`src/cache_settings.svh`:
```
`ifndef CACHE_SETTINGS_SVH
`define CACHE_SETTINGS_SVH

// request address width
`define CACHE_ADDR_WIDTH 32

// one data word, also one refill beat
`define CACHE_XLEN 64

// cache geometry
`define CACHE_SETS 64
`define CACHE_LINE_BYTES 32

// memory beats needed to fill one line
`define CACHE_BEATS 4

`endif
```
`src/cacheAddrPkg.sv`:
```
`default_nettype none
`include "cache_settings.svh"

package cacheAddrPkg;
  localparam int offsetBits = $clog2(`CACHE_LINE_BYTES);
  localparam int indexBits  = $clog2(`CACHE_SETS);
  localparam int tagBits    = `CACHE_ADDR_WIDTH - indexBits - offsetBits;
  // word number inside a line, byte lanes dropped
  localparam int wordBits   = offsetBits - $clog2(`CACHE_XLEN / 8);

  typedef logic [`CACHE_ADDR_WIDTH-1:0] addr_t;
  typedef logic [tagBits-1:0]           tag_t;
  typedef logic [indexBits-1:0]         index_t;
  typedef logic [offsetBits-1:0]        offset_t;

  function automatic tag_t getTag(addr_t a);
    return a[`CACHE_ADDR_WIDTH-1 -: tagBits];
  endfunction

  function automatic index_t getIndex(addr_t a);
    return a[offsetBits +: indexBits];
  endfunction

  function automatic logic [wordBits-1:0] getWord(addr_t a);
    offset_t off;
    off = a[offsetBits-1:0];
    return off[offsetBits-1 -: wordBits];
  endfunction

  // start address of the line holding a
  function automatic addr_t lineAlign(addr_t a);
    return {a[`CACHE_ADDR_WIDTH-1:offsetBits], {offsetBits{1'b0}}};
  endfunction
endpackage

`default_nettype wire

```
`src/cacheDataPkg.sv`:
```
`default_nettype none
`include "cache_settings.svh"

package cacheDataPkg;
  typedef logic [`CACHE_XLEN-1:0] word_t;

  // word 0 sits in the low bits
  typedef word_t [`CACHE_BEATS-1:0] line_t;

  typedef enum logic [2:0] {
    stIdle,
    stCompare,
    stMiss,
    stFill,
    stAnswer
  } lookupState_t;

  // register map of the control block
  typedef enum logic [1:0] {
    regCtrl      = 2'd0,
    regHitCount  = 2'd1,
    regMissCount = 2'd2
  } csrReg_t;
endpackage

`default_nettype wire

```
`src/cacheRefill.sv`:
```
`timescale 1ns/1ps
`default_nettype none
`include "cache_settings.svh"

module cacheRefill (
  input  wire logic                 clk,
  input  wire logic                 rst_n,
  input  wire logic                 fillStart_i,
  input  wire cacheAddrPkg::addr_t  fillAddr_i,
  output logic                      cacheRdValid_o,
  output cacheAddrPkg::addr_t       cacheAddr_o,
  input  wire logic                 rdBeat_i,
  input  wire logic                 rdLast_i,
  input  wire cacheDataPkg::word_t  rdData_i,
  output logic                      fillDone_o,
  output cacheDataPkg::line_t       fillLine_o
);
  import cacheAddrPkg::*;

  logic                busy;
  logic [wordBits-1:0] beatCnt;
  addr_t               lineAddr;

  // read request goes out in the same cycle as fillStart
  assign cacheRdValid_o = fillStart_i;
  assign cacheAddr_o    = fillStart_i ? lineAlign(fillAddr_i) : lineAddr;

  always_ff @(posedge clk or negedge rst_n) begin
    if (!rst_n) begin
      busy       <= 1'b0;
      beatCnt    <= '0;
      fillDone_o <= 1'b0;
    end else begin
      fillDone_o <= rdBeat_i && rdLast_i;
      if (fillStart_i) begin
        busy    <= 1'b1;
        beatCnt <= '0;
      end else if (rdBeat_i) begin
        beatCnt <= beatCnt + 1'b1;
        if (rdLast_i) begin
          busy <= 1'b0;
        end
      end
    end
  end

  // beats arrive in address order
  always_ff @(posedge clk) begin
    if (fillStart_i) begin
      lineAddr <= lineAlign(fillAddr_i);
    end
    if (rdBeat_i) begin
      fillLine_o[beatCnt] <= rdData_i;
    end
  end

  noIdleBeat: assert property (@(posedge clk) disable iff (!rst_n)
    rdBeat_i |-> busy);

  lastOnFourth: assert property (@(posedge clk) disable iff (!rst_n)
    rdLast_i |-> rdBeat_i && (beatCnt == wordBits'(`CACHE_BEATS - 1)));

endmodule

`default_nettype wire

```
`config.mk`:
```
export PLATFORM = sky130hd
export DESIGN_NAME = cacheRefill
export DESIGN_NICKNAME = d
export VERILOG_FILES = /design/src/cacheAddrPkg.sv /design/src/cacheDataPkg.sv /design/src/cacheRefill.sv
export VERILOG_INCLUDE_DIRS = /design/src /design/src/src
export SDC_FILE = /design/constraint.sdc
export NUM_CORES = 1
export LEC_CHECK = 0
export BUFFER_PORTS_ARGS = -buffer_cell sky130_fd_sc_hd__buf_2
export CORE_AREA = 3 3 151 153
export DETAILED_ROUTE_END_ITERATION = 8
export DIE_AREA = 0 0 154 156
export PLACE_DENSITY = 0.68
export SETUP_SLACK_MARGIN = 0.4
export SYNTH_ARGS = -nofsm -noshare
export SYNTH_HDL_FRONTEND = slang
export SYNTH_SLANG_ARGS = --single-unit
```
`constraint.sdc`:
```
create_clock -name clk -period 5.5 [get_ports clk]
set_input_delay 1.1 -clock clk [delete_from_list [all_inputs] [get_ports clk]]
set_output_delay 1.1 -clock clk [all_outputs]
set_load 0.01 [all_outputs]
```
======== Word level (Yosys, flattened, before mapping) ========
Index checks and enable logic that the tools add are counted.
storage, ports and cells
  flip-flop bits (word level) ............. 291
  word-level logic and storage cells ...... 19
cells by class
  add/subtract/negate cells ............... 1
  order comparisons ....................... 2
  mux-type cells .......................... 6
  reduce and logical (&&, ||, !) cells .... 3
operators by type and width
  cell                                                                                  count
  256-bit bitwise mux                                                                   1
  64-bit demux with 2-bit select                                                        1
  64-bit 2-to-1 mux                                                                     1
  32-bit 2-to-1 mux                                                                     1
  2-bit 2-to-1 mux                                                                      2
  2-bit by 3-bit < comparator with 1-bit output (second input constant)                 1
  2-bit by 1-bit adder with 2-bit output (second input constant)                        1
  2-bit by 1-bit greater-or-equal comparator with 1-bit output (second input constant)  1
  1-bit logical AND                                                                     2
  2-bit nonzero test                                                                    1

======== Longest topological paths before layout ========
  word-level depth ........................ 5
  mapped depth ............................ 4
  mapped depth without buffers ............ 4

======== Least setup slack after synthesis ========
Ideal clock, no wire load.
  path kind ............................... input to register
  start point ............................. in rdBeat_i
  end point ............................... reg fillLine_o[128] in the netlist's numbering (enable)
  library setup time ...................... 429 ps
  data arrival time ....................... 2,607 ps
  required time ........................... 5,071 ps
  path slack .............................. 2,465 ps
  stages .................................. 1
  buffers on the path ..................... 0
  cell sequence ........................... and2_1
RTL lines
  element                         line               source
  start: declaration              cacheRefill.sv:12  input wire logic rdBeat_i,
  end signal: indexed assignment  cacheRefill.sv:53  fillLine_o[beatCnt] <= rdData_i;
  end: declaration                cacheRefill.sv:16  output cacheDataPkg::line_t fillLine_o
No word-level cell between the ends.

======== Worst setup path after layout ========
  start point ............................. in fillStart_i
  end point ............................... out cacheAddr_o[6]
on the way
  longest elaborated chain between the ends .. 1
RTL lines
  element             line               source
  start: declaration  cacheRefill.sv:8   input wire logic fillStart_i,
  32-bit 2-to-1 mux   n/a
  end: declaration    cacheRefill.sv:11  output cacheAddrPkg::addr_t cacheAddr_o,
No other way between the ends.

==> impl_metrics.env <==
export IMPL_fin_crit_sh=0.633
export IMPL_hold_buffers=0
export IMPL_min_path_type="in -> async"
export IMPL_ys_seq_elements=291
export IMPL_regArea_sq_um=8400
export IMPL_numPortBuffers=385
export IMPL_antenna_cells=0
export IMPL_drt_iter0_markers=238
export IMPL_required_ns=4.40
export IMPL_power_leakage_nw=4.93
export IMPL_cts_setup_buffers=0
export IMPL_ant_nets=0
export IMPL_fin_nets=859
export IMPL_finalHoldViolCount=0
export IMPL_first_global_vias=4894
export IMPL_io_pins=391
export IMPL_max_freq_mhz=287
export IMPL_cts_root_buf="clkbuf_16"
export IMPL_die_height_microns=156
export IMPL_vias=4805
export IMPL_drive_gt1_frac=0.592
export IMPL_h_tree_depth=1
export IMPL_clock_sinks=291
export IMPL_status="complete, no violations"
export IMPL_multi_input_area_sq_um=539
export IMPL_period_minus_slack_ns=3.48
export IMPL_gp_congestion=0.763
export IMPL_cts_resized=0
export IMPL_fp_dieW_microns=154
export IMPL_worstPathMaxFanout=35
export IMPL_drtPass1Iterations=4
export IMPL_synth_warnings=0
export IMPL_final_max_slew_viol_count=0
export IMPL_n_fill_cell=1688
export IMPL_clk_pin_slew_worst_paths_ns=0.06
export IMPL_synth_cell_type_count=15
export IMPL_synth_area_sq_um=9010
export IMPL_grt_pass1_wl_microns=28800
export IMPL_crit_type="in -> out"
export IMPL_tightest_slew_ns=1.00
export IMPL_worstSkewPairLatency_ns=0.53
export IMPL_dp_cells=1003
export IMPL_power_density_nw_per_um2=390
export IMPL_relSlewSlack=0.331
export IMPL_gr_total_overflow=0
export IMPL_grt_usage=0.155
export IMPL_layout_cells_non_filler=1057
export IMPL_synth_nets=448
export IMPL_num_rows=54
export IMPL_coreArea_sq_um=21700
export IMPL_cp_arrival_ns=2.38
export IMPL_finalClockSkew_ns=0.00781
export IMPL_start_kind="primary input"
export IMPL_seq_area_frac_synth=0.933
export IMPL_areaGrowthSynthToFinish_pct=35.1
export IMPL_avgSynthCellArea_sq_um=26.3
export IMPL_synthCells=343
export IMPL_setup_worst_path_end_class="output port"
export IMPL_vdd_ir_drop_worst_mv=0.293
export IMPL_drcViolationCount=0
export IMPL_layout_commonest_cell="buf_2"
export IMPL_clock_path_buffers=3
export IMPL_dpl_hpwl_microns=13300
export IMPL_cts_tree="built"
export IMPL_vias_per_cell=4.55
export IMPL_most_common_layout_cells="buf_2, edfxtp_1, dfxtp_1"
export IMPL_max_cap_violations=0
export IMPL_dieArea_sq_um=24000
export IMPL_fin_tns_setup_ns=0
export IMPL_antenna_found_initial=0
export IMPL_grt_max_degree=65
export IMPL_holdWs_ns=0.349
export IMPL_rsz0062_at_grt="no"
export IMPL_drt_wl_total_microns=20000
export IMPL_initial_core_util=0.415
export IMPL_cts_inserted_buffers=29
export IMPL_drt_wirelength_per_cell_microns=18.9
export IMPL_setup_violations=0
critical path, cell delays in order:
cell	delay [ns]
buf_2	0.71
mux2_2	0.42
buf_2	0.14
flip-flops by register name, summed over array words and instances (netlist names):
name        cells
fillLine_o    256
lineAddr       32
beatCnt         2
fillDone_o      1
synth_stat cells:
cell type	n	area, sq um
mux2i_1	1	10.0
dfrtp_1	3	75.1
inv_1	2	7.51
buf_6	2	22.5
buf_4	1	7.51
nor2b_1	5	31.3
nor2_1	2	7.51
mux2_2	4	45.0
mux2_4	23	345
ha_1	4	50.1
xnor2_1	1	8.76
buf_12	2	40.0
and2_1	5	31.3
dfxtp_1	32	641
edfxtp_1	256	7690
metal layers:
metal / GRT usage / vias up / share of wire
met2: 0.270 / 284 / 0.50
li1: - / 2171 / -
met3: 0.0519 / 49 / 0.10
met5: 0 / - / 0
met1: 0.178 / 2301 / 0.37
met4: 0.0601 / 0 / 0.032
power breakdown:
group	internal (mW)	switching [mW]	total (mW)
sequential	2.52	0.0238	2.55
combinational	0.116	0.183	0.299
clock	1.12	0.781	1.90
total	3.76	0.988	4.75
area by class of cell:
| type | count | area share |
|---|---|---|
| Clock inverter | 13 | 0.0107 |
| Tap cell | 280 | 0.0288 |
| Inverter | 2 | 0.000617 |
| Sequential cell | 291 | 0.691 |
| Multi-Input combinational cell | 45 | 0.0443 |
| Clock buffer | 41 | 0.0666 |
| Timing Repair Buffer | 385 | 0.158 |
cell families (layout without fill, tap and decap cells):
| kind of cell | count (synthesis) | count (layout) | share of synthesized area |
|---|---|---|---|
| xor gates and xnor gates | 1 | 1 | 0.000972 |
| adders and majority gates | 4 | 4 | 0.00556 |
| buffers and inverters | 7 | 441 | 0.00861 |
| DFF | 291 | 291 | 0.933 |
| muxes | 28 | 28 | 0.0444 |
| and+or+nand+nor | 12 | 12 | 0.00778 |
final timing paths:
path / startpoint / to / slack [ns] / cells past startpoint
max: fillStart_i / cacheAddr_o[6] / 2.02 / 3
min: rst_n / fillDone_o$_DFF_PN0_ / 0.35 / 1
max reg2reg: beatCnt[0]$_DFFE_PN0P_ / fillLine_o[160]$_DFFE_PP_ / 3.61 / 3
min reg2reg: lineAddr[2]$_DFF_P_ / lineAddr[2]$_DFF_P_ / 0.46 / 1
max in group asynchronous: rst_n / beatCnt[1]$_DFFE_PN0P_ / 5.05 / 1
min in group clk: lineAddr[2]$_DFF_P_ / lineAddr[2]$_DFF_P_ / 0.46 / 1
metrics by stage:
step / utilization / instance area (sq um) / setup slack, ns / power, mW
6_report: 0.561 / 12200 / 2.02 / 4.75
5_1_grt: 0.561 / 12200 / 1.93 / 4.92
4_1_cts: 0.561 / 12200 / 2.00 / 4.81
3_5_place_dp: 0.518 / 11200 / 2.00 / 2.90
3_3_place_gp: 0.518 / 11200 / 2.00 / 2.89
2_1_floorplan: - / 9010 / 2.46 / 2.73
Note: power is estimated with default switching activity, not from simulation.
