<file path="config.mk">
export PLATFORM = sky130hd
export DESIGN_NAME = cacheCsr
export DESIGN_NICKNAME = d
export VERILOG_FILES = /design/src/cacheDataPkg.sv /design/src/cacheCsr.sv
export VERILOG_INCLUDE_DIRS = /design/src /design/src/src
export SDC_FILE = /design/constraint.sdc
export NUM_CORES = 1
export LEC_CHECK = 0
export BUFFER_PORTS_ARGS = -buffer_cell sky130_fd_sc_hd__buf_4
export CAP_MARGIN = 20
export CORE_MARGIN = 3
export CORE_UTILIZATION = 56
export DETAILED_ROUTE_END_ITERATION = 16
export PLACE_DENSITY = 0.81
export RECOVER_POWER = 25
export SETUP_SLACK_MARGIN = 0.1
export SLEW_MARGIN = 20
export SYNTH_ARGS = -nofsm -noshare
export SYNTH_HDL_FRONTEND = slang
export SYNTH_SLANG_ARGS = --single-unit
</file>
<file path="constraint.sdc">
create_clock -name clk -period 2.7 [get_ports clk]
set_input_delay 0.27 -clock clk [delete_from_list [all_inputs] [get_ports clk]]
set_output_delay 0.27 -clock clk [all_outputs]
set_load 0.05 [all_outputs]
</file>
<file path="src/cache_settings.svh">
`ifndef CACHE_SETTINGS_SVH
`define CACHE_SETTINGS_SVH

// request address width
`define CACHE_ADDR_WIDTH 32

// one data word, also one refill beat
`define CACHE_XLEN 64

// cache geometry
`define CACHE_SETS 64
`define CACHE_LINE_BYTES 32

// memory beats needed to fill one line
`define CACHE_BEATS 4

`endif
</file>
<file path="src/cacheDataPkg.sv">
`default_nettype none
`include "cache_settings.svh"

package cacheDataPkg;
  typedef logic [`CACHE_XLEN-1:0] word_t;

  // word 0 sits in the low bits
  typedef word_t [`CACHE_BEATS-1:0] line_t;

  typedef enum logic [2:0] {
    stIdle,
    stCompare,
    stMiss,
    stFill,
    stAnswer
  } lookupState_t;

  // register map of the control block
  typedef enum logic [1:0] {
    regCtrl      = 2'd0,
    regHitCount  = 2'd1,
    regMissCount = 2'd2
  } csrReg_t;
endpackage

`default_nettype wire

</file>
<file path="src/cacheCsr.sv">
`timescale 1ns/1ps
`default_nettype none

module cacheCsr (
  input  wire logic                   clk,
  input  wire logic                   rst_n,
  input  wire logic                   csrWrEn_i,
  input  wire cacheDataPkg::csrReg_t  csrAddr_i,
  input  wire logic [31:0]            csrWrData_i,
  output logic [31:0]                 csrRdData_o,
  input  wire logic                   hitPulse_i,
  input  wire logic                   missPulse_i,
  output logic                        cacheEn_o,
  output logic                        invalidate_o
);
  import cacheDataPkg::*;

  logic [31:0] hitCount;
  logic [31:0] missCount;
  logic        ctrlWr;
  logic        hitWr;
  logic        missWr;

  assign ctrlWr = csrWrEn_i && (csrAddr_i == regCtrl);
  assign hitWr  = csrWrEn_i && (csrAddr_i == regHitCount);
  assign missWr = csrWrEn_i && (csrAddr_i == regMissCount);

  always_ff @(posedge clk or negedge rst_n) begin
    if (!rst_n) begin
      cacheEn_o    <= 1'b0;
      invalidate_o <= 1'b0;
      hitCount     <= '0;
      missCount    <= '0;
    end else begin
      if (ctrlWr) begin
        cacheEn_o <= csrWrData_i[0];
      end
      // invalidate lasts one cycle, nothing holds it
      invalidate_o <= ctrlWr && csrWrData_i[1];
      // any write clears, counters wrap
      if (hitWr) begin
        hitCount <= '0;
      end else if (hitPulse_i) begin
        hitCount <= hitCount + 1'b1;
      end
      if (missWr) begin
        missCount <= '0;
      end else if (missPulse_i) begin
        missCount <= missCount + 1'b1;
      end
    end
  end

  always_comb begin
    case (csrAddr_i)
      regCtrl:      csrRdData_o = {30'd0, 1'b0, cacheEn_o};
      regHitCount:  csrRdData_o = hitCount;
      regMissCount: csrRdData_o = missCount;
      default:      csrRdData_o = '0;
    endcase
  end

endmodule

`default_nettype wire

</file>
# After elaboration in Yosys (flattened, before gate mapping)
# Cells that the tools add are included.
word_totals:
  rom_bits: 0
  ramBits: 0
  ff_bits: 66
  memories: 0
  word_cells: 20
  latchBits: 0
classes:
  n_lt_le_gt_ge: 0
  addsub: 2
  n_eq_ne: 2
  n_reduce_logical: 7
  n_div: 0
  bitwise: 0
  muxes: 5
  n_shift: 0
  multipliers: 0
ops:
  columns: ["operator", "count"]
  rows:
  - ["32-bit 2-to-1 mux", 4]
  - ["32-bit case mux with 3 select lines", 1]
  - ["32-bit by 1-bit adder with 32-bit output, second input constant", 2]
  - ["1-bit logical AND", 4]
  - ["2-bit nonzero test", 2]
  - ["2-bit by 1-bit equality test with 1-bit output, second input constant", 1]
  - ["2-bit equality test, second input constant", 1]
  - ["2-bit zero test", 1]

# Longest topological paths before layout
depth:
  depth_word: 3
  ltp_mapped: 8
  ltp_nobuf: 5

# Worst setup path before layout
# No wires, ideal clock.
synth_path:
  path_kind: "reg2out"
  start: "reg cacheEn_o"
  end: "out csrRdData_o[0]"
  slack_ps: 582
  required_ps: 2430
  path_stages_with_launch: 3
  arrival_ps: 1848
  cell_sequence: "dfrtp_1 mux2i_1 o21ai_0"
synth_between:
  elab_chain_len: 1
synth_rtl:
  columns: ["item", "line", "text"]
  rows:
  - ["start, declared", "cacheCsr.sv:13", "output logic cacheEn_o,"]
  - ["start signal, assigned", "cacheCsr.sv:36", "cacheEn_o <= csrWrData_i[0];"]
  - ["32-bit case mux with 3 select lines", "cacheCsr.sv:55", "case (csrAddr_i)"]
  - ["end, declared", "cacheCsr.sv:10", "output logic [31:0] csrRdData_o,"]
# Every way passes these cells.

# Final worst setup path
layout_path:
  start: "reg missCount[1]"
  end: "reg missCount[30]"
layout_between:
  elab_chain_len: 3
layout_rtl:
  columns: ["item", "line", "text"]
  rows:
  - ["start, declared", "cacheCsr.sv:19", "logic [31:0] missCount;"]
  - ["start signal, assigned", "cacheCsr.sv:49", "missCount <= missCount + 1'b1;"]
  - ["32-bit by 1-bit adder with 32-bit output", "cacheCsr.sv:49", null]
  - ["32-bit 2-to-1 mux", "cacheCsr.sv:48", "end else if (missPulse_i) begin"]
  - ["32-bit 2-to-1 mux", "cacheCsr.sv:46", "if (missWr) begin"]
# Every way passes these cells. The select of a mux whose other input is x is not followed.
# A chain may end at the register's enable or synchronous reset.

==> results.py <==
metrics = {
    "sta": {
        "rsz0062_at_grt": "no",
        "whs_ps": 157.4,
        "skew_ps": 9.432,
        "final.period_utilization_pct": 84.36,
        "worstMarginPinSlew_ps": 1626,
        "fin_crit_ps": 2278,
        "max_freq_ghz": 0.4390,
        "worst_slack_ps": 422.2,
        "final_hold_viol_count": 0,
        "setup_violations": 0,
        "finalSetupTns_ps": 0,
        "max_slew_margin_pct": -8.402,
        "maxSlewViolCount": 67,
    },
    "drt": {
        "drc_errors": 0,
        "wire_per_inst_microns": 17.92,
        "drtAntennaViolNets": 0,
        "vias_per_cell": 6.570,
        "routed_wl_mm": 9.549,
        "vias": 3502,
        "drt_iter0_drc": 241,
        "drtPass1Iterations": 4,
    },
    "worst_setup_path": {
        "worstPathMaxFanout": 18,
        "worstPathRequired_ps": 2970,
        "endpoint_kind": "flip-flop",
        "critPathArrivalTime_ps": 2540,
        "path_class": "reg2reg",
        "cp-start-kind": "flip-flop",
        "r2r_cells": 5,
    },
    "die": {
        "die_area_sq_mm": 0.007893,
        "initial_core_util_pct": 59.18,
        "io_pins": 73,
        "die_h_microns": 88.85,
        "row_count": 29,
        "die_w_microns": 88.85,
        "core-area_sq_mm": 0.006495,
    },
    "placement": {
        "hpwl_mm": 6.760,
        "portBuffers": 42,
        "gp_congestion": 0.8966,
        "pre_cts_ws_ps": 457.2,
        "postPlaceCellArea_sq_mm": 0.004200,
    },
    "global_route": {
        "antenna_found_initial": 0,
        "grt_max_degree": 67,
        "grt_pass1_wl_mm": 15.66,
        "overflow": 0,
        "grt_usage_pct": 25.61,
        "grt_pass1_vias": 3158,
    },
    "cts": {
        "cts_buffers": 9,
        "cts.sinks": 66,
        "clkTransAtPathRegs_ps": 70,
        "cts_root_buffer": "clkbuf_8",
        "cts_resized": 0,
        "h-tree-depth": 3,
        "postCtsHoldBufs": 0,
        "cts_buffer_depth": 2,
        "cts_tree": "yes",
        "post_cts.repair.setup_buffers": 0,
        "clock_latency_ps": 340,
    },
    "layout": {
        "n_antenna_cell": 0,
        "area_growth_pct": 14.36,
        "fin_nets": 492,
        "utilization_pct": 67.67,
        "design_area_sq_mm": 0.004395,
        "drive_gt1_share_pct": 14.91,
    },
    "synthesis": {
        "async_reset_ff_share_pct": 100.0,
        "yosysWarnings": 0,
        "synth.distinct_cells": 41,
        "yosysMostFrequentCell": "dfrtp_1",
        "syn-cell-area_sq_mm": 0.003844,
        "netlist_top_cells_area": "dfrtp_1 43%, a22o_1 7.1%, or4_1 4.9%",
        "syn_area_per_cell_sq_um": 9.195,
        "synth_nets": 459,
        "netlist.area_leader.share_pct": 42.97,
        "synth-main-ff-cell": "dfrtp_1",
        "yosysSeqAreaShare_pct": 42.97,
        "yosysTopAreaCell": "dfrtp_1",
        "synth-edff-count": 0,
        "synth_commonest_cells": "66 x dfrtp_1, 34 x a21oi_1, 32 x nand2_1, 31 x a22o_1, 25 x or4_1",
        "ys_ff_latch": 66,
        "synthCells": 418,
    },
    "worst_hold_path": {
        "holdCritPathClass": "in2reg",
        "hold_depth": 2,
    },
    "power_and_ir_drop": {
        "p_sw_share_pct": 30.42,
        "pwr-share-comb_pct": 14.9,
        "pwr_density_cell_mw_per_mm2": 540.0,
        "peakVddDrop_mv": 0.4244,
        "power.switching_mw": 0.7220,
        "p_leak_nw": 1.860,
        "clkPwrFrac_pct": 36.0,
        "p_int_mw": 1.652,
        "power_frac_seq_pct": 49.1,
    },
    "outcome": {
        "status": "finished, violations left",
        "failed_checks": "capacitance limit, slew limit",
    },
    "run": {
        "drv_cap": 1,
    },
}
==> layer usage <==
layer	track usage, %	vias to the layer above	part of all wire, %
met2	40.08	101	48
li1	-	1666	-
met1	36.35	1719	45
met3	3.538	16	5.3
met5	0	-	0
met4	9.203	0	1.7
==> cell families after synthesis <==
family	share of synthesized area [%]
adder cells (fa/ha/maj)	0.6509
flip-flops	42.97
buffers and inverters	3.515
AO/OA/AOI/OAI	20.08
XOR/XNOR	3.874
AND/OR/NAND/NOR	26.27
multiplexers	2.637
==> final timing paths <==
| path | slack, ps | start | to |
|---|---|---|---|
| min in group asynchronous | 340 | rst_n | hitCount[8] |
| worst max-delay path | 420 | missCount[1] | missCount[30] |
| max in group asynchronous | 1380 | rst_n | missCount[2] |
| worst min register to register | 550 | cacheEn_o | cacheEn_o |
| worst max register to register | 420 | missCount[1] | missCount[30] |
| worst min-delay path | 160 | csrWrData_i[0] | cacheEn_o |
==> metrics by stage <==
step	power [mW]	std cells
floorplan	1.401	418
global placement	1.521	517
detailed placement	1.537	517
CTS	2.373	533
global route	2.464	533
finish	2.374	533
==> power by group through the flow <==
stage          sequential [mW]  clock [mW]  combinational, mW
2_1_floorplan             1.15           0              0.255
3_3_place_gp              1.17           0              0.348
3_5_place_dp              1.18           0              0.357
4_1_cts                   1.16       0.853              0.358
5_1_grt                   1.18       0.900              0.387
6_report                  1.17       0.855              0.353
==> critical path, cell delays in order, from the launching register on <==
cell	delay (ps)
dfrtp_1	440
ha_1	220
nand3_1	170
or3_1	630
or4_1	600
a21oi_1	150
==> cell usage in the layout (no fill, tap or decap), drive strengths merged, types with 2 or more instances in the layout <==
| master | synthesis | routed |
|---|---|---|
| buf | 4 | 48 |
| a31oi | 2 | 2 |
| nor4 | 7 | 7 |
| clkbuf | 23 | 15 |
| xor2 | 8 | 8 |
| and3b | 3 | 3 |
| inv | 6 | 6 |
| nor3 | 5 | 5 |
| nand3 | 22 | 22 |
| or3 | 12 | 12 |
| or4 | 25 | 25 |
| xnor2 | 9 | 9 |
| mux2i | 9 | 9 |
| a22o | 31 | 31 |
| o21ai | 12 | 12 |
| and4 | 7 | 7 |
| ha | 2 | 2 |
| nand4 | 19 | 19 |
| nor2b | 2 | 2 |
| a21oi | 34 | 34 |
| o21a | 3 | 3 |
| nor2 | 22 | 22 |
| and2 | 5 | 5 |
| and3 | 8 | 8 |
| a41o | 2 | 2 |
| nand2 | 32 | 32 |
| o31ai | 23 | 23 |
| dfrtp | 66 | 66 |
| nand2b | 6 | 6 |
==> area by class of cell <==
type / count / area [sq um]
Fill cell: 518 / 2100
Multi-Input combinational cell: 319 / 2062
Sequential cell: 66 / 1652
Timing Repair Buffer: 49 / 365.4
Clock buffer: 14 / 162.7
Tap cell: 77 / 96.34
Clock inverter: 2 / 35.03
Inverter: 6 / 22.52
==> flip-flops by register name, summed over array words and instances (netlist names) <==
register / count
invalidate_o: 1
cacheEn_o: 1
hitCount: 32
missCount: 32
(Power assumes the default switching activity.)
