File: src/cache_settings.svh
`ifndef CACHE_SETTINGS_SVH
`define CACHE_SETTINGS_SVH

// request address width
`define CACHE_ADDR_WIDTH 32

// one data word, also one refill beat
`define CACHE_XLEN 64

// cache geometry
`define CACHE_SETS 64
`define CACHE_LINE_BYTES 32

// memory beats needed to fill one line
`define CACHE_BEATS 4

`endif
File: src/cacheAddrPkg.sv
`default_nettype none
`include "cache_settings.svh"

package cacheAddrPkg;
  localparam int offsetBits = $clog2(`CACHE_LINE_BYTES);
  localparam int indexBits  = $clog2(`CACHE_SETS);
  localparam int tagBits    = `CACHE_ADDR_WIDTH - indexBits - offsetBits;
  // word number inside a line, byte lanes dropped
  localparam int wordBits   = offsetBits - $clog2(`CACHE_XLEN / 8);

  typedef logic [`CACHE_ADDR_WIDTH-1:0] addr_t;
  typedef logic [tagBits-1:0]           tag_t;
  typedef logic [indexBits-1:0]         index_t;
  typedef logic [offsetBits-1:0]        offset_t;

  function automatic tag_t getTag(addr_t a);
    return a[`CACHE_ADDR_WIDTH-1 -: tagBits];
  endfunction

  function automatic index_t getIndex(addr_t a);
    return a[offsetBits +: indexBits];
  endfunction

  function automatic logic [wordBits-1:0] getWord(addr_t a);
    offset_t off;
    off = a[offsetBits-1:0];
    return off[offsetBits-1 -: wordBits];
  endfunction

  // start address of the line holding a
  function automatic addr_t lineAlign(addr_t a);
    return {a[`CACHE_ADDR_WIDTH-1:offsetBits], {offsetBits{1'b0}}};
  endfunction
endpackage

`default_nettype wire

File: src/cacheSram.sv
`timescale 1ns/1ps
`default_nettype none
`include "cache_settings.svh"

module cacheSram #(
  parameter type payload_t = logic,
  parameter int  depth     = `CACHE_SETS
) (
  input  wire logic                 clk,
  input  wire logic                 en_i,
  input  wire logic                 wrEn_i,
  input  wire cacheAddrPkg::index_t addr_i,
  input  wire payload_t             wrData_i,
  output payload_t                  rdData_o
);

  payload_t mem [depth];

  // read returns the old contents on a write cycle
  always_ff @(posedge clk) begin
    if (en_i) begin
      if (wrEn_i) begin
        mem[addr_i] <= wrData_i;
      end
      rdData_o <= mem[addr_i];
    end
  end

endmodule

`default_nettype wire

File: config.mk
export PLATFORM = sky130hd
export DESIGN_NAME = cacheSram
export DESIGN_NICKNAME = d
export VERILOG_FILES = /design/src/cacheAddrPkg.sv /design/src/cacheSram.sv
export VERILOG_INCLUDE_DIRS = /design/src /design/src/src
export SDC_FILE = /design/constraint.sdc
export NUM_CORES = 1
export LEC_CHECK = 0
export ABC_AREA = 1
export BUFFER_PORTS_ARGS = -buffer_cell sky130_fd_sc_hd__buf_4
export CORE_MARGIN = 2
export CORE_UTILIZATION = 55
export DETAILED_ROUTE_END_ITERATION = 8
export PLACE_DENSITY = 0.77
export REMOVE_ABC_BUFFERS = 1
export SLEW_MARGIN = 40
export SYNTH_ARGS = -nofsm -noshare
export SYNTH_HDL_FRONTEND = slang
export SYNTH_SLANG_ARGS = --single-unit
File: constraint.sdc
create_clock -name clk -period 1.2 [get_ports clk]
set_input_delay 0.12 -clock clk [delete_from_list [all_inputs] [get_ports clk]]
set_output_delay 0.12 -clock clk [all_outputs]
set_load 0.01 [all_outputs]
Word-level counts from Yosys, hierarchy flattened:

Memory sizes are Yosys's and may differ from the RTL's. A register that Yosys moved wholly into a read port is not among the register bits.
Index checks and enable logic that the tools add are counted.

* bits in registers: 0
* RAM bits: 64
* bits of input ports: 10
* output and inout bits: 1
* memories kept: 1

Memories
* mem: depth 64, bits a word 1, rd ports 1, clocked after memory_dff 1, wr ports 1, RTL line cacheSram.sv:17 `payload_t mem [depth];`

* muxes and demuxes: 3

Operators by type and width (count)
* 1-bit two-way mux: 3

Longest topological paths before layout:

Gate-level depths: netlist of the first run.

* depth in word-level cells: 3
* gate-level depth with buffers: 12

Worst setup path after synthesis of the first run:

No wires, ideal clock.

* kind: register to register
* from: memory mem[26] (netlist bit)
* to: register rdData_o (read register of mem), data pin
* required time: 0.946 ns
* stages on the path, launching flop included: 8
* slack: -0.044 ns
* data arrival time: 0.990 ns
* cell sequence: edfxtp_1 -> or2_2 -> nand3_1 -> nand2_1 -> o21ai_1 -> nand2_1 -> nor2_1 -> nand2_1

RTL lines
* from (decl): RTL line cacheSram.sv:17
* to (decl): RTL line cacheSram.sv:14 `output payload_t rdData_o`

==> impl_metrics.json, run 1 <==
{
  "dieWidth_um": 79.2,
  "vias": 2386,
  "firstDrtPassIters": 4,
  "cellPowerDensity_nw_per_um2": 1360,
  "nFillCells": 448,
  "ys_seq_area_share_pct": 62.8,
  "cp_num_buf_inv": 0,
  "hold_viol": 0,
  "clk_pin_slew_ns": 0.07,
  "ir_worst_vdd_uv": 1070,
  "synthToLayoutAreaGrowth_pct": 21.5,
  "vias_per_cell": 5.11,
  "slew_headroom_pct": 65.0,
  "syn_area_per_cell_sq_um": 8.95,
  "use_met1_pct": 31.2,
  "cp.arrival_ns": 1.41,
  "ys_warn_count": 0,
  "fp-row-count": 27,
  "grt_util_met3_pct": 5.45,
  "synthTopCellsByCount": "nand2_1, nor2_1, edfxtp_1, inv_1, nand3_1",
  "die_h_um": 79.2,
  "muxShareOfSynthArea_pct": 0,
  "synthesis.area_sq_um": 3110,
  "nNetsFinal": 400,
  "finalSetupTns_ns": -0.111,
  "finalCritPeriodShare_pct": 109,
  "synthArstFlopShare_pct": 0,
  "ys_ff_latch": 65,
  "setup_violations": 1,
  "wl_per_cell_um": 14.5,
  "fin_crit_ns": 1.31,
  "antenna_left": 0,
  "dp_slack_ns": -0.223,
  "antenna_found_initial": 0,
  "synth_edf_count": 65,
  "dieArea_sq_um": 6270,
  "violations": "negative setup slack",
  "cts_made_buffers": 9,
  "p_leak_nw": 1.55,
  "cts-root-buf": "clkbuf_8",
  "crit_path_cell_trace": "or2_4 > nand3_2 > nand2_1 > o21ai_1 > nand2_1 > nor2_1 > nand2_1",
  "finClkSkew_ns": 0.00546,
  "worst_pin_slew_ns": 0.525,
  "top_usage_layer": "met2",
  "worstSetupEndpointType": "flip-flop",
  "setup_slack_ns": -0.111,
  "grt.total_usage_pct": 23.9,
  "slew_viol_final": 0,
  "synth_compound_area_share_pct": 2.01,
  "grt_pass1_wl_mm": 11.1,
  "place_congestion": 0.950,
  "synth-simple-area-share_pct": 29.0,
  "rsz0062_at_grt": "yes",
  "grt_pass1_vias": 2322,
  "max_stage_delay_ns": 0.38,
  "start_util_pct": 56.8,
  "wl_mm": 6.78,
  "synth_top_family_by_area": "simple AND/OR/NAND/NOR gates",
  "crit_top_cell": "nand2_1",
  "dp_hpwl_mm": 4.58,
  "maxCapViolCount": 0,
  "grt-ovfl-total": 0,
  "core_sq_um": 5470,
  "yosysTopAreaCell": "edfxtp_1",
  "synth_top_area_share_pct": 62.8,
  "synth_ff_type": "edfxtp_1",
  "final_core_util_pct": 69.0,
  "clock.fmax_mhz": 763,
  "h-tree-depth": 3,
  "synth_xor_xnor_area_share_pct": 0,
  "ios": 11,
  "synth_area_leaders": "edfxtp_1, nand2_1, nor2_1",
  "cp-start-kind": "flip-flop",
  "cts.sinks": 65,
  "port_buffers": 10,
  "grt_start_max_net_pins": 65,
  "syn_inst": 347,
  "synthAdderAreaFrac_pct": 0,
  "drc_errors": 0,
  "drive_above_1_share_pct": 18.5,
  "whs_ns": 0.287,
  "insertion_delay_ns": 0.35,
  "crit_type": "reg2reg",
  "cp_top_family": "simple AND/OR/NAND/NOR gates",
  "power_w": 0.00514,
  "cts_tree": "done",
  "hp-class": "in2reg",
  "cp.required_ns": 1.30,
  "drtIter0Drc": 215,
  "met2_usage_pct": 38.5,
  "synth.most_common_cell": "nand2_1",
  "crit_fanout": 1,
  "ys_types": 15,
  "diodes": 0,
  "crit_slowest_cell": "edfxtp_1",
  "status": "finished with violations",
  "clock_path_buffers": 2
}
through the flow:
step / cells / cell area (sq um)
6_report: 467 / 3770
5_1_grt: 467 / 3770
4_1_cts: 467 / 3770
3_5_place_dp: 450 / 3480
3_3_place_gp: 450 / 3480
2_1_floorplan: 338 / 3040
registers in the layout, indices dropped and copies added (netlist names):
| name | flops |
|---|---|
| mem | 64 |
| rdData_o | 1 |
cell families after synthesis:
group,after synthesis
compound gates,10
buf+inv,43
flops,65
simple gates,229
power by group:
| part | leakage (nW) | switching (W) | internal (W) |
|---|---|---|---|
| Combinational | 0.852 | 0.000247 | 0.000149 |
| Sequential | 0.585 | 0.00000409 | 0.00251 |
| Clock | 0.115 | 0.000853 | 0.00138 |
metal layers:
metal / routed length (um) / share of wire (%)
met5: 0 / 0
met2: 3310 / 49
met3: 298 / 4.4
met1: 3060 / 45
met4: 106 / 1.6
layout make-up:
class	count	area [sq um]	share of cell area, %
sequential	65	1950	51.7
timing repair buffer	41	360	9.55
inverter	34	128	3.38
tap	72	90.1	2.39
multi-input combinational	239	1000	26.5
clock buffer	9	124	3.28
clock inverter	7	119	3.15
worst reg2reg max path, cell delays in order, from the launching register on:
cell      delay [ns]
edfxtp_1        0.38
or2_4           0.24
nand3_2         0.05
nand2_1         0.04
o21ai_1         0.14
nand2_1         0.07
nor2_1          0.10
nand2_1         0.05
final timing paths:
kind	startpoint	end	slack, ns	cells past startpoint
worst max register to register	mem[32]	rdData_o	-0.11	7
worst min register to register	mem[30]	rdData_o	0.76	6
worst min-delay path	wrData_i	mem[5]	0.29	1
worst max-delay path	mem[32]	rdData_o	-0.11	7
layout by cell type, fill, tap and decap left out, types with 3 or more instances in the layout:
| master | instances |
|---|---|
| o211ai_1 | 5 |
| nand3_1 | 12 |
| buf_4 | 36 |
| edfxtp_1 | 65 |
| nor2_1 | 76 |
| nor2_2 | 3 |
| nand2_1 | 125 |
| buf_12 | 4 |
| nand3_2 | 4 |
| o21ai_1 | 3 |
| or2_4 | 4 |
| nor3_1 | 4 |
| bufinv_16 | 3 |
| clkbuf_8 | 9 |
| inv_1 | 30 |
| inv_2 | 4 |
repair_timing:
item	4_1_cts	5_1_grt
gates resized for setup	8	2
pin swaps	10	7
setup endpoints to repair	1	1
hold buffers	1	0
endpoints found under the hold margin	1	0
setup buffers	0	0
Power figures use the tool's default switching activity.
==> inputs of run 2 (changes only) <==
- BUFFER_PORTS_ARGS: -buffer_cell sky130_fd_sc_hd__buf_4 -> unset
- CORE_UTILIZATION: 55 -> 57
- DONT_BUFFER_PORTS: unset -> 1
==> run 2 against run 1 <==
Compared with the run above:
- the flow finishes with violations (negative hold slack, negative setup slack)
- count of clock-buffer cells in the layout up 1
- hold slack worse by 0.41 ns
- critical path depth unchanged
- first-iteration DRC count down 1.9%
- non-clock buffer count down 23
- critical endpoint unchanged
==> impl_metrics.json, run 2 (same netlist as run 1, synthesis figures left out) <==
{
  "max_stage_delay_ns": 0.36,
  "met2_usage_pct": 38.3,
  "power_w": 0.00447,
  "p_leak_nw": 1.41,
  "place_area_sq_um": 3280,
  "cts_tree": "done",
  "grt-ovfl-total": 0,
  "place_congestion": 0.917,
  "whs_ns": -0.122,
  "largest_register_ffs": 64,
  "antenna_found_initial": 0,
  "firstDrtPassIters": 4,
  "antenna_left": 0,
  "hold_viol": 64,
  "post_cts_buffers": 0,
  "drc_errors": 0,
  "cp.arrival_ns": 1.38,
  "crit_type": "reg2reg",
  "fp-row-count": 26,
  "slew_viol_final": 0,
  "finClkSkew_ns": 0.00652,
  "fin_crit_ns": 1.28,
  "ir_worst_vdd_uv": 922,
  "top_register": "mem",
  "wl_per_cell_um": 14.8,
  "maxCapViolCount": 0,
  "cp_top_family": "simple AND/OR/NAND/NOR gates",
  "clock_path_buffers": 2,
  "h-tree-depth": 3,
  "layout_commonest_cell": "nand2_1",
  "top_usage_layer": "met2",
  "nNetsFinal": 377,
  "hold_buffers": 1,
  "worstSetupEndpointType": "flip-flop",
  "dieArea_sq_um": 6060,
  "final_cell_mix": "nand2_1, nor2_1, edfxtp_1",
  "cp-start-kind": "flip-flop",
  "dieWidth_um": 77.8,
  "crit_slowest_cell": "edfxtp_1",
  "insertion_delay_ns": 0.34,
  "setup_slack_ns": -0.0802,
  "drtIter0Drc": 211,
  "dp_hpwl_mm": 4.19,
  "grt_util_met3_pct": 7.44,
  "grt_pass1_wl_mm": 10.7,
  "use_met1_pct": 31.2,
  "drive_above_1_share_pct": 12.4,
  "grt.total_usage_pct": 24.0,
  "dp_slack_ns": -0.103,
  "crit_fanout": 1,
  "crit_top_cell": "nand2_1",
  "fin_area_sq_um": 3500,
  "clk_pin_slew_ns": 0.06,
  "ios": 11,
  "slew_headroom_pct": 74.7,
  "core_sq_um": 5170,
  "die_h_um": 77.8,
  "status": "finished with violations",
  "vias_per_cell": 5.18,
  "finalSetupTns_ns": -0.0802,
  "hp-class": "in2reg",
  "grt_start_max_net_pins": 65,
  "synthToLayoutAreaGrowth_pct": 12.8,
  "cellPowerDensity_nw_per_um2": 1270,
  "cts_made_buffers": 9,
  "setup_violations": 1,
  "rsz0062_at_grt": "yes",
  "finalCritPeriodShare_pct": 107,
  "cts-root-buf": "clkbuf_8",
  "grt_pass1_vias": 2131,
  "crit_path_cell_trace": "or2_4 > nand3_2 > nand2_1 > o21ai_1 > nand2_1 > nor2_1 > nand2_1",
  "vias": 2284,
  "cp_num_buf_inv": 0,
  "clock.fmax_mhz": 781,
  "wl_mm": 6.54,
  "cp.required_ns": 1.30,
  "start_util_pct": 60.1,
  "diodes": 0,
  "violations": "negative hold slack, negative setup slack",
  "worst_pin_slew_ns": 0.379,
  "cts.sinks": 65,
  "port_buffers": 0,
  "largestRegisters": "mem: 64 flops, rdData_o: 1 flops"
}
[run 2: worst paths after layout]
kind                            startpoint  endpoint  slack [ns]  cells past startpoint
worst min-delay path              wrData_i   mem[34]       -0.12                      0
worst min register to register     mem[30]  rdData_o        0.76                      6
worst max register to register     mem[16]  rdData_o       -0.08                      7
worst max-delay path               mem[16]  rdData_o       -0.08                      7
[run 2: metrics by stage]
step	std cells	util, %
6_report	441	67.8
4_1_cts	441	67.7
5_1_grt	441	67.8
3_5_place_dp	425	63.5
2_1_floorplan	338	-
3_3_place_gp	425	63.5
[run 2: timing repair]
item | CTS | global route
hold endpoints to repair | 65 | 64
endpoints found under the setup margin | 1 | 1
gates cloned | 0 | 0
gates resized for setup | 8 | 2
pin swaps | 10 | 3
[run 2: final cells by class]
| type | count | area, sq um |
|---|---|---|
| Timing Repair Buffer | 18 | 163 |
| Clock buffer | 10 | 128 |
| Clock inverter | 5 | 47.5 |
| Sequential cell | 65 | 1950 |
| Fill cell | 409 | 1670 |
| Multi-Input combinational cell | 239 | 1000 |
| Inverter | 34 | 128 |
| Tap cell | 70 | 87.6 |
[run 2: power breakdown]
group          switching, W  total [W]  internal, W
Sequential       0.00000593    0.00252      0.00251
Combinational      0.000165   0.000258    0.0000931
Clock              0.000766    0.00169     0.000926
Total              0.000937    0.00447      0.00353
[run 2: per-layer routing]
| metal | vias up | share of wire [%] |
|---|---|---|
| met5 | - | 0 |
| met4 | 0 | 1.3 |
| met3 | 10 | 7.3 |
| met2 | 69 | 50 |
| met1 | 1062 | 42 |
| li1 | 1143 | - |
