### config.mk
export PLATFORM = sky130hd
export DESIGN_NAME = cacheLookup
export DESIGN_NICKNAME = d
export VERILOG_FILES = /design/src/cacheAddrPkg.sv /design/src/cacheDataPkg.sv /design/src/cacheLookup.sv
export VERILOG_INCLUDE_DIRS = /design/src /design/src/src
export SDC_FILE = /design/constraint.sdc
export NUM_CORES = 1
export LEC_CHECK = 0
export BUFFER_PORTS_ARGS = -buffer_cell sky130_fd_sc_hd__buf_2
export CAP_MARGIN = 20
export CORE_AREA = 2 2 482 484
export CTS_CLUSTER_SIZE = 8
export DETAILED_ROUTE_END_ITERATION = 6
export DIE_AREA = 0 0 484 486
export SLEW_MARGIN = 20
export SYNTH_ARGS = -nofsm -noshare
export SYNTH_HDL_FRONTEND = slang
export SYNTH_SLANG_ARGS = --single-unit
### constraint.sdc
create_clock -name clk -period 7.3 [get_ports clk]
set_input_delay 0.73 -clock clk [delete_from_list [all_inputs] [get_ports clk]]
set_output_delay 0.73 -clock clk [all_outputs]
set_load 0.02 [all_outputs]
### src/cache_settings.svh
`ifndef CACHE_SETTINGS_SVH
`define CACHE_SETTINGS_SVH

// request address width
`define CACHE_ADDR_WIDTH 32

// one data word, also one refill beat
`define CACHE_XLEN 64

// cache geometry
`define CACHE_SETS 64
`define CACHE_LINE_BYTES 32

// memory beats needed to fill one line
`define CACHE_BEATS 4

`endif
### src/cacheAddrPkg.sv
`default_nettype none
`include "cache_settings.svh"

package cacheAddrPkg;
  localparam int offsetBits = $clog2(`CACHE_LINE_BYTES);
  localparam int indexBits  = $clog2(`CACHE_SETS);
  localparam int tagBits    = `CACHE_ADDR_WIDTH - indexBits - offsetBits;
  // word number inside a line, byte lanes dropped
  localparam int wordBits   = offsetBits - $clog2(`CACHE_XLEN / 8);

  typedef logic [`CACHE_ADDR_WIDTH-1:0] addr_t;
  typedef logic [tagBits-1:0]           tag_t;
  typedef logic [indexBits-1:0]         index_t;
  typedef logic [offsetBits-1:0]        offset_t;

  function automatic tag_t getTag(addr_t a);
    return a[`CACHE_ADDR_WIDTH-1 -: tagBits];
  endfunction

  function automatic index_t getIndex(addr_t a);
    return a[offsetBits +: indexBits];
  endfunction

  function automatic logic [wordBits-1:0] getWord(addr_t a);
    offset_t off;
    off = a[offsetBits-1:0];
    return off[offsetBits-1 -: wordBits];
  endfunction

  // start address of the line holding a
  function automatic addr_t lineAlign(addr_t a);
    return {a[`CACHE_ADDR_WIDTH-1:offsetBits], {offsetBits{1'b0}}};
  endfunction
endpackage

`default_nettype wire

### src/cacheDataPkg.sv
`default_nettype none
`include "cache_settings.svh"

package cacheDataPkg;
  typedef logic [`CACHE_XLEN-1:0] word_t;

  // word 0 sits in the low bits
  typedef word_t [`CACHE_BEATS-1:0] line_t;

  typedef enum logic [2:0] {
    stIdle,
    stCompare,
    stMiss,
    stFill,
    stAnswer
  } lookupState_t;

  // register map of the control block
  typedef enum logic [1:0] {
    regCtrl      = 2'd0,
    regHitCount  = 2'd1,
    regMissCount = 2'd2
  } csrReg_t;
endpackage

`default_nettype wire

### src/cacheLookup.sv
`timescale 1ns/1ps
`default_nettype none
`include "cache_settings.svh"

module cacheLookup (
  input  wire logic                 clk,
  input  wire logic                 rst_n,
  // pipeline side
  input  wire logic                 valid_i,
  input  wire cacheAddrPkg::addr_t  addr_i,
  output logic                      addr_ok_o,
  output logic                      data_ok_o,
  output cacheDataPkg::word_t       rd_data_o,
  // control block
  input  wire logic                 cacheEn_i,
  input  wire logic                 invalidate_i,
  output logic                      hitPulse_o,
  output logic                      missPulse_o,
  // refill engine
  output logic                      fillStart_o,
  output cacheAddrPkg::addr_t       fillAddr_o,
  input  wire logic                 fillDone_i,
  input  wire cacheDataPkg::line_t  fillLine_i,
  // tag and data arrays
  output logic                      tagEn_o,
  output logic [1:0]                tagWr_o,
  output cacheAddrPkg::tag_t        tagWrData_o,
  input  wire cacheAddrPkg::tag_t   tagRd0_i,
  input  wire cacheAddrPkg::tag_t   tagRd1_i,
  output logic                      dataWr0_o,
  output logic                      dataWr1_o,
  output cacheDataPkg::line_t       dataWrData_o,
  input  wire cacheDataPkg::line_t  dataRd0_i,
  input  wire cacheDataPkg::line_t  dataRd1_i,
  output cacheAddrPkg::index_t      arrayAddr_o
);
  import cacheAddrPkg::*;
  import cacheDataPkg::*;

  lookupState_t           state;
  lookupState_t           nextState;
  addr_t                  reqAddr;
  index_t                 reqIndex;
  logic [wordBits-1:0]    reqWord;
  logic [`CACHE_SETS-1:0] validWay0;
  logic [`CACHE_SETS-1:0] validWay1;
  logic [`CACHE_SETS-1:0] lruBits;
  logic                   hit0;
  logic                   hit1;
  logic                   cacheHit;
  logic                   accept;
  logic                   victim;
  logic                   allocate;

  assign reqIndex = getIndex(reqAddr);
  assign reqWord  = getWord(reqAddr);

  // arrays were read with reqIndex in the cycle before compare
  assign hit0 = (state == stCompare) && validWay0[reqIndex] && (tagRd0_i == getTag(reqAddr));
  assign hit1 = (state == stCompare) && validWay1[reqIndex] && (tagRd1_i == getTag(reqAddr));
  // a disabled cache misses on everything
  assign cacheHit = cacheEn_i && (hit0 || hit1);

  assign addr_ok_o = (state == stIdle) || ((state == stCompare) && cacheHit);
  assign accept    = valid_i && addr_ok_o;

  // lru bit names the way to replace next
  assign victim   = lruBits[reqIndex];
  assign allocate = (state == stAnswer) && cacheEn_i;

  always_ff @(posedge clk or negedge rst_n) begin
    if (!rst_n) begin
      state <= stIdle;
    end else begin
      state <= nextState;
    end
  end

  always_comb begin
    nextState = state;
    case (state)
      stIdle: begin
        if (valid_i) begin
          nextState = stCompare;
        end
      end
      stCompare: begin
        if (!cacheHit) begin
          nextState = stMiss;
        end else if (!valid_i) begin
          nextState = stIdle;
        end
      end
      stMiss: begin
        nextState = stFill;
      end
      stFill: begin
        if (fillDone_i) begin
          nextState = stAnswer;
        end
      end
      stAnswer: begin
        nextState = stIdle;
      end
      default: begin
        nextState = stIdle;
      end
    endcase
  end

  always_ff @(posedge clk) begin
    if (accept) begin
      reqAddr <= addr_i;
    end
  end

  always_ff @(posedge clk or negedge rst_n) begin
    if (!rst_n) begin
      validWay0 <= '0;
      validWay1 <= '0;
      lruBits   <= '0;
    end else if (invalidate_i) begin
      validWay0 <= '0;
      validWay1 <= '0;
      lruBits   <= '0;
    end else if (allocate) begin
      if (victim) begin
        validWay1[reqIndex] <= 1'b1;
      end else begin
        validWay0[reqIndex] <= 1'b1;
      end
      lruBits[reqIndex] <= ~victim;
    end else if (cacheHit) begin
      // the way not used now becomes the victim
      lruBits[reqIndex] <= hit0;
    end
  end

  // index comes from the new request while accepting, else the latched one
  assign arrayAddr_o  = accept ? getIndex(addr_i) : reqIndex;
  assign tagEn_o      = accept || allocate;
  assign tagWr_o      = {allocate && victim, allocate && !victim};
  assign tagWrData_o  = getTag(reqAddr);
  assign dataWr0_o    = allocate && !victim;
  assign dataWr1_o    = allocate && victim;
  assign dataWrData_o = fillLine_i;

  assign hitPulse_o  = cacheHit;
  assign missPulse_o = (state == stCompare) && !cacheHit;
  assign fillStart_o = (state == stMiss);
  assign fillAddr_o  = reqAddr;

  assign data_ok_o = cacheHit || (state == stAnswer);

  always_comb begin
    if (state == stAnswer) begin
      rd_data_o = fillLine_i[reqWord];
    end else if (hit1) begin
      rd_data_o = dataRd1_i[reqWord];
    end else begin
      rd_data_o = dataRd0_i[reqWord];
    end
  end

  // a line never lives in both ways
  singleWayHit: assert property (@(posedge clk) disable iff (!rst_n)
    !(hit0 && hit1));

endmodule

`default_nettype wire

Word-level counts from Yosys, hierarchy flattened
Index checks and enable logic that the tools add are counted.
Storage, ports and cells
  bits in registers: 227
  bits of input ports: 848
  output and inout bits: 389
  logic and storage cells: 79
Cells by class
  $lt $le $gt $ge: 3
  equal/unequal tests: 10
  muxes and demuxes: 33
  bitwise operators: 3
  reduce and logical (&&, ||, !) cells: 25
Operator list (count)
  $mux 64: 14
  $bmux 64 s2: 3
  $bwmux 64: 2
  $or 64x64->64: 2
  $eq 21x21->1: 2
  $bmux 1 s6: 3
  $logic_and 1x1->1: 12
  $mux 3: 4
  $pmux 3 s4: 1
  $lt 6x7->1 const B: 1
  $demux 1 s6: 1
  $eq 3x2->1 const B: 2
  $ge 6x1->1 const B: 1
  $mux 6: 1
  $ne 2x2->1 const B: 3
  $logic_or 1x1->1: 4
  $mux 1: 4
  $reduce_and 2->1: 2
  $reduce_bool 2->1: 2
  $eq 3x1->1 const B: 1
  $eq 3x3->1 const B: 1
  $logic_not 3->1: 1
  $lt 2x3->1 const B: 1
  $ne 3x3->1 const B: 1
  4 further kinds: 5

Longest topological paths before layout
  depth after elaboration: 10
  gate-level depth with buffers: 13
  depth with buffers taken out: 7

Least setup slack after synthesis
OpenSTA, ideal clock, no wires.
  kind: input-to-output
  from: in tagRd1_i[1]
  to: out arrayAddr_o[0]
  data arrival time: 3.195 ns
  data required time: 6.570 ns
  slack: 3.375 ns
  stages: 7
  cells stage by stage: xnor2_1 > nand2_1 > or3b_2 > nor4_1 > nand3_1 > o221ai_4 > mux2_1
Between the ends
  longest elaborated chain between the ends: 8
Ends and longest elaborated chain
  start, declared: line cacheLookup.sv:29  | input wire cacheAddrPkg::tag_t tagRd1_i,
  $eq 21x21->1: line cacheLookup.sv:60  | assign hit1 = (state == stCompare) && validWay1[reqIndex] && (tagRd1_i == getTag(reqAddr));
  $logic_and 1x1->1: line cacheLookup.sv:60
  $logic_or 1x1->1: line cacheLookup.sv:62  | assign cacheHit = cacheEn_i && (hit0 || hit1);
  $logic_and 1x1->1: line cacheLookup.sv:62
  $logic_and 1x1->1: line cacheLookup.sv:64  | assign addr_ok_o = (state == stIdle) || ((state == stCompare) && cacheHit);
  $logic_or 1x1->1: line cacheLookup.sv:64
  $logic_and 1x1->1: line cacheLookup.sv:65  | assign accept = valid_i && addr_ok_o;
  named net accept: line cacheLookup.sv:51  | logic accept;
  $mux 6: line cacheLookup.sv:140  | assign arrayAddr_o = accept ? getIndex(addr_i) : reqIndex;
  end, declared: line cacheLookup.sv:35  | output cacheAddrPkg::index_t arrayAddr_o
The timed path passes the listed nets, and every way through them passes these cells.

Worst setup path after layout
  from: reg reqAddr[6] (netlist: fillAddr_o[6])
  to: out rd_data_o[58]
Between the ends
  longest elaborated chain between the ends: 6
Ends and longest elaborated chain
  start, declared: line cacheLookup.sv:42  | addr_t reqAddr;
  start signal, assigned: line cacheLookup.sv:113  | reqAddr <= addr_i;
  $bmux 1 s6: line cacheLookup.sv:60
  $mux 1 (implied by the code): line cacheLookup.sv:60
  $logic_and 1x1->1 (2 in series): line cacheLookup.sv:60
  $mux 64: line cacheLookup.sv:158  | end else if (hit1) begin
  $mux 64: line cacheLookup.sv:156  | if (state == stAnswer) begin
  end, declared: line cacheLookup.sv:13  | output cacheDataPkg::word_t rd_data_o,
No other way between the ends. The select of a mux whose other input is x is not followed.

==> flow_metrics.tcl <==
set metrics [dict create \
    cts_inserted_buffers 35 \
    leakage_nw 12.2 \
    crit_path_cell_trace "clkinv_1 -> a2111oi_0 -> a2111o_1 -> o2111ai_1 -> o21ai_4 -> buf_4 -> mux2i_1 -> o21ai_1 -> buf_2" \
    p_per_area_mw_per_mm2 209 \
    die_y_um 486 \
    utilization_pct 12.6 \
    hpwlAfterDp_um 197000 \
    outcome "finished clean" \
    max_freq_ghz 0.159 \
    avgSynthCellArea_um2 10.1 \
    post-route-period-util_pct 86.4 \
    drv_slew 0 \
    drive_gt1_share_pct 56.1 \
    required_ns 6.57 \
    total_power_mw 6.02 \
    synthFlopType "dfrtp_1" \
    wl_um 221000 \
    final_common_cell "buf_2" \
    async_flop_share_pct 85.9 \
    rsz0062_at_grt "no" \
    clk_latency_ns 0.56 \
    cts_buffer_depth 3 \
    setup-tns-final_ns 0 \
    grt_max_degree 93 \
    drv_cap 0 \
    hold_viol_final 0 \
    postCtsSetupRepairBufs 0 \
    antenna_found_initial 189 \
    design_area_mm2 0.0289 \
    power_frac_comb_pct 51.3 \
    dr.pass1.iters 7 \
    slowest_delay_ns 0.93 \
    ys_seq_elements 227 \
    slew_headroom_pct 25.7 \
    initial_utilization_pct 8.65 \
    hp-class "input port to asynchronous set/reset pin" \
    path_delay_family "compound AO/OA/AOI/OAI gates" \
    most-common-layout-cells "1233 x buf_2, 210 x mux4_2, 206 x a21oi_1, 205 x nor2_1, 195 x dfrtp_1" \
    crit_fanout 39 \
    cts_tree "done" \
    first_iter_violations 2204 \
    synth_edf_count 32 \
    clk_pin_slew_ns 0.05 \
    crit_buf_inv 3 \
    grt_pass1_wl_um 268000 \
    worst_slack_ns 0.991 \
    final_antenna_net_count 0 \
    tightest_slew_ns 1.11 \
    finalSetupViolCount 0 \
    grt-ovfl-total 0 \
    switchingPower_mw 2.85 \
    worst_setup_path_end_kind "output port" \
    drc 0 \
    vias 22200 \
    placed_cell_area_mm2 0.0276 \
    r2r_setup_slack_ns 2.93 \
    syn-cell-area_mm2 0.0198 \
    worstSetupPathType "flip-flop to output port" \
    skew_ns 0.0203 \
    rows 176 \
    place_congestion 1.01 \
    cts_sinks 227 \
    startpoint_type "flip-flop" \
    hold_slack_ns 0.244 \
    dieArea_mm2 0.235 \
    finalCriticalPeriod_ns 6.31 \
    area_growth_pct 45.4 \
    io_pins 1237 \
    cp.arrival_ns 5.58 \
    hold_buffers 0 \
    viasPerCell 3.71 \
    internal_power_mw 3.18 \
    grt_pass1_vias 21600 \
    htree_levels 2 \
    dp.cells 5832 \
    dp_slack_ns 1.54 \
    portBuffers 1236 \
    seq_area_frac_synth_pct 29.4 \
    ys.warnings.count 0 \
    fp.dieW_um 484 \
    clockPowerShare_pct 25.3 \
    ys_types 70 \
    syn_nets 2817 \
    post_cts_resized 0 \
    netSwitchingFraction_pct 47.3 \
    grt_usage_pct 18.0 \
    routedWlPerCell_um 36.9 \
    netlist_instances 1969 \
    final_cells 5984 \
    seq_power_share_pct 23.4 \
    nets 3692 \
    cp_slowest_cell "o21ai_1" \
    ir_drop_v 0.000130 \
    core_area_mm2 0.229 \
    cts_root_buf "clkbuf_16" \
]
[sequential cells by signal (all words and copies together), names as in the netlist]
name / cells
validWay1: 64
validWay0: 64
lruBits: 64
fillAddr_o: 32
state: 3
[cell usage after synthesis, drive strengths merged, types with 6 or more instances]
master   instances  area, µm²
nor2b            8       57.6
mux2i           80        801
nor3             7       35.0
dfrtp          195       4880
mux4           210       4730
a21oi          209       1050
clkbuf         103        387
and3b            7       61.3
xor2            28        245
edfxtp          32        961
o21ai           72        375
a31o            11       96.3
o2bb2ai         59        517
nor4            10       62.6
a31oi           64        400
a22oi           12       90.1
nand3           11       55.1
or3b            12        105
nand4            7       43.8
inv             62        233
nand2           93        349
nor2           205        769
nand2b          10       62.6
a22o             6       52.6
nand3b          13       97.6
buf            349       2500
nor3b            9       67.6
mux2            12        135
xnor2           14        123
[layout make-up]
class	count	area, µm²
fill	26400	201000
multi-input combinational	1227	11000
timing repair buffer	1290	6740
sequential	227	5840
tap	3026	3790
clock buffer	45	923
antenna	101	253
inverter	63	236
clock inverter	5	62.6
[final timing paths]
| check | from | to | depth (start not counted) |
|---|---|---|---|
| hold reg to reg | validWay0[2] | validWay0[2] | 2 |
| min in group clk | addr_i[1] | fillAddr_o[1] | 1 |
| max in group asynchronous | rst_n | validWay0[6] | 2 |
| setup reg to reg | fillAddr_o[6] | lruBits[33] | 8 |
| setup / recovery | fillAddr_o[6] | rd_data_o[58] | 9 |
| hold / removal | rst_n | lruBits[54] | 1 |
[power groups by stage]
| stage | Combinational [mW] | Clock (mW) | Sequential [mW] |
|---|---|---|---|
| after floorplan | 1.39 | 0 | 1.43 |
| after global placement | 3.15 | 0 | 1.42 |
| after detailed placement | 3.19 | 0 | 1.43 |
| after CTS | 3.20 | 1.55 | 1.41 |
| after global routing | 3.27 | 1.60 | 1.41 |
| final | 3.09 | 1.52 | 1.41 |
[routing by layer]
layer	wire length [µm]	vias to the layer above	track usage, %	share of wire (%)
met5	467	-	0	0.21
met4	10200	70	6.86	4.6
met3	20400	419	5.99	9.2
met2	108000	1653	30.8	49
met1	82500	11100	20.6	37
li1	-	8903	-	-
[kinds of logic after synthesis]
group           Yosys count  share of synthesized area [%]
simple gates            410                           9.58
xor+xnor                 42                           1.85
flops                   227                           29.4
buf+inv                 515                           15.7
mux                     302                           28.5
compound gates          473                           14.9
[worst reg2reg max path, cell delays in order (launching register included)]
cell       delay, ns
edfxtp_1        0.37
clkinv_1        0.67
mux4_2          0.63
a31oi_1         0.16
a2111oi_2       0.77
nand3_1         0.25
a21oi_4         0.50
buf_4           0.65
a22o_1          0.31
Note: power is estimated with default switching activity, not from simulation.
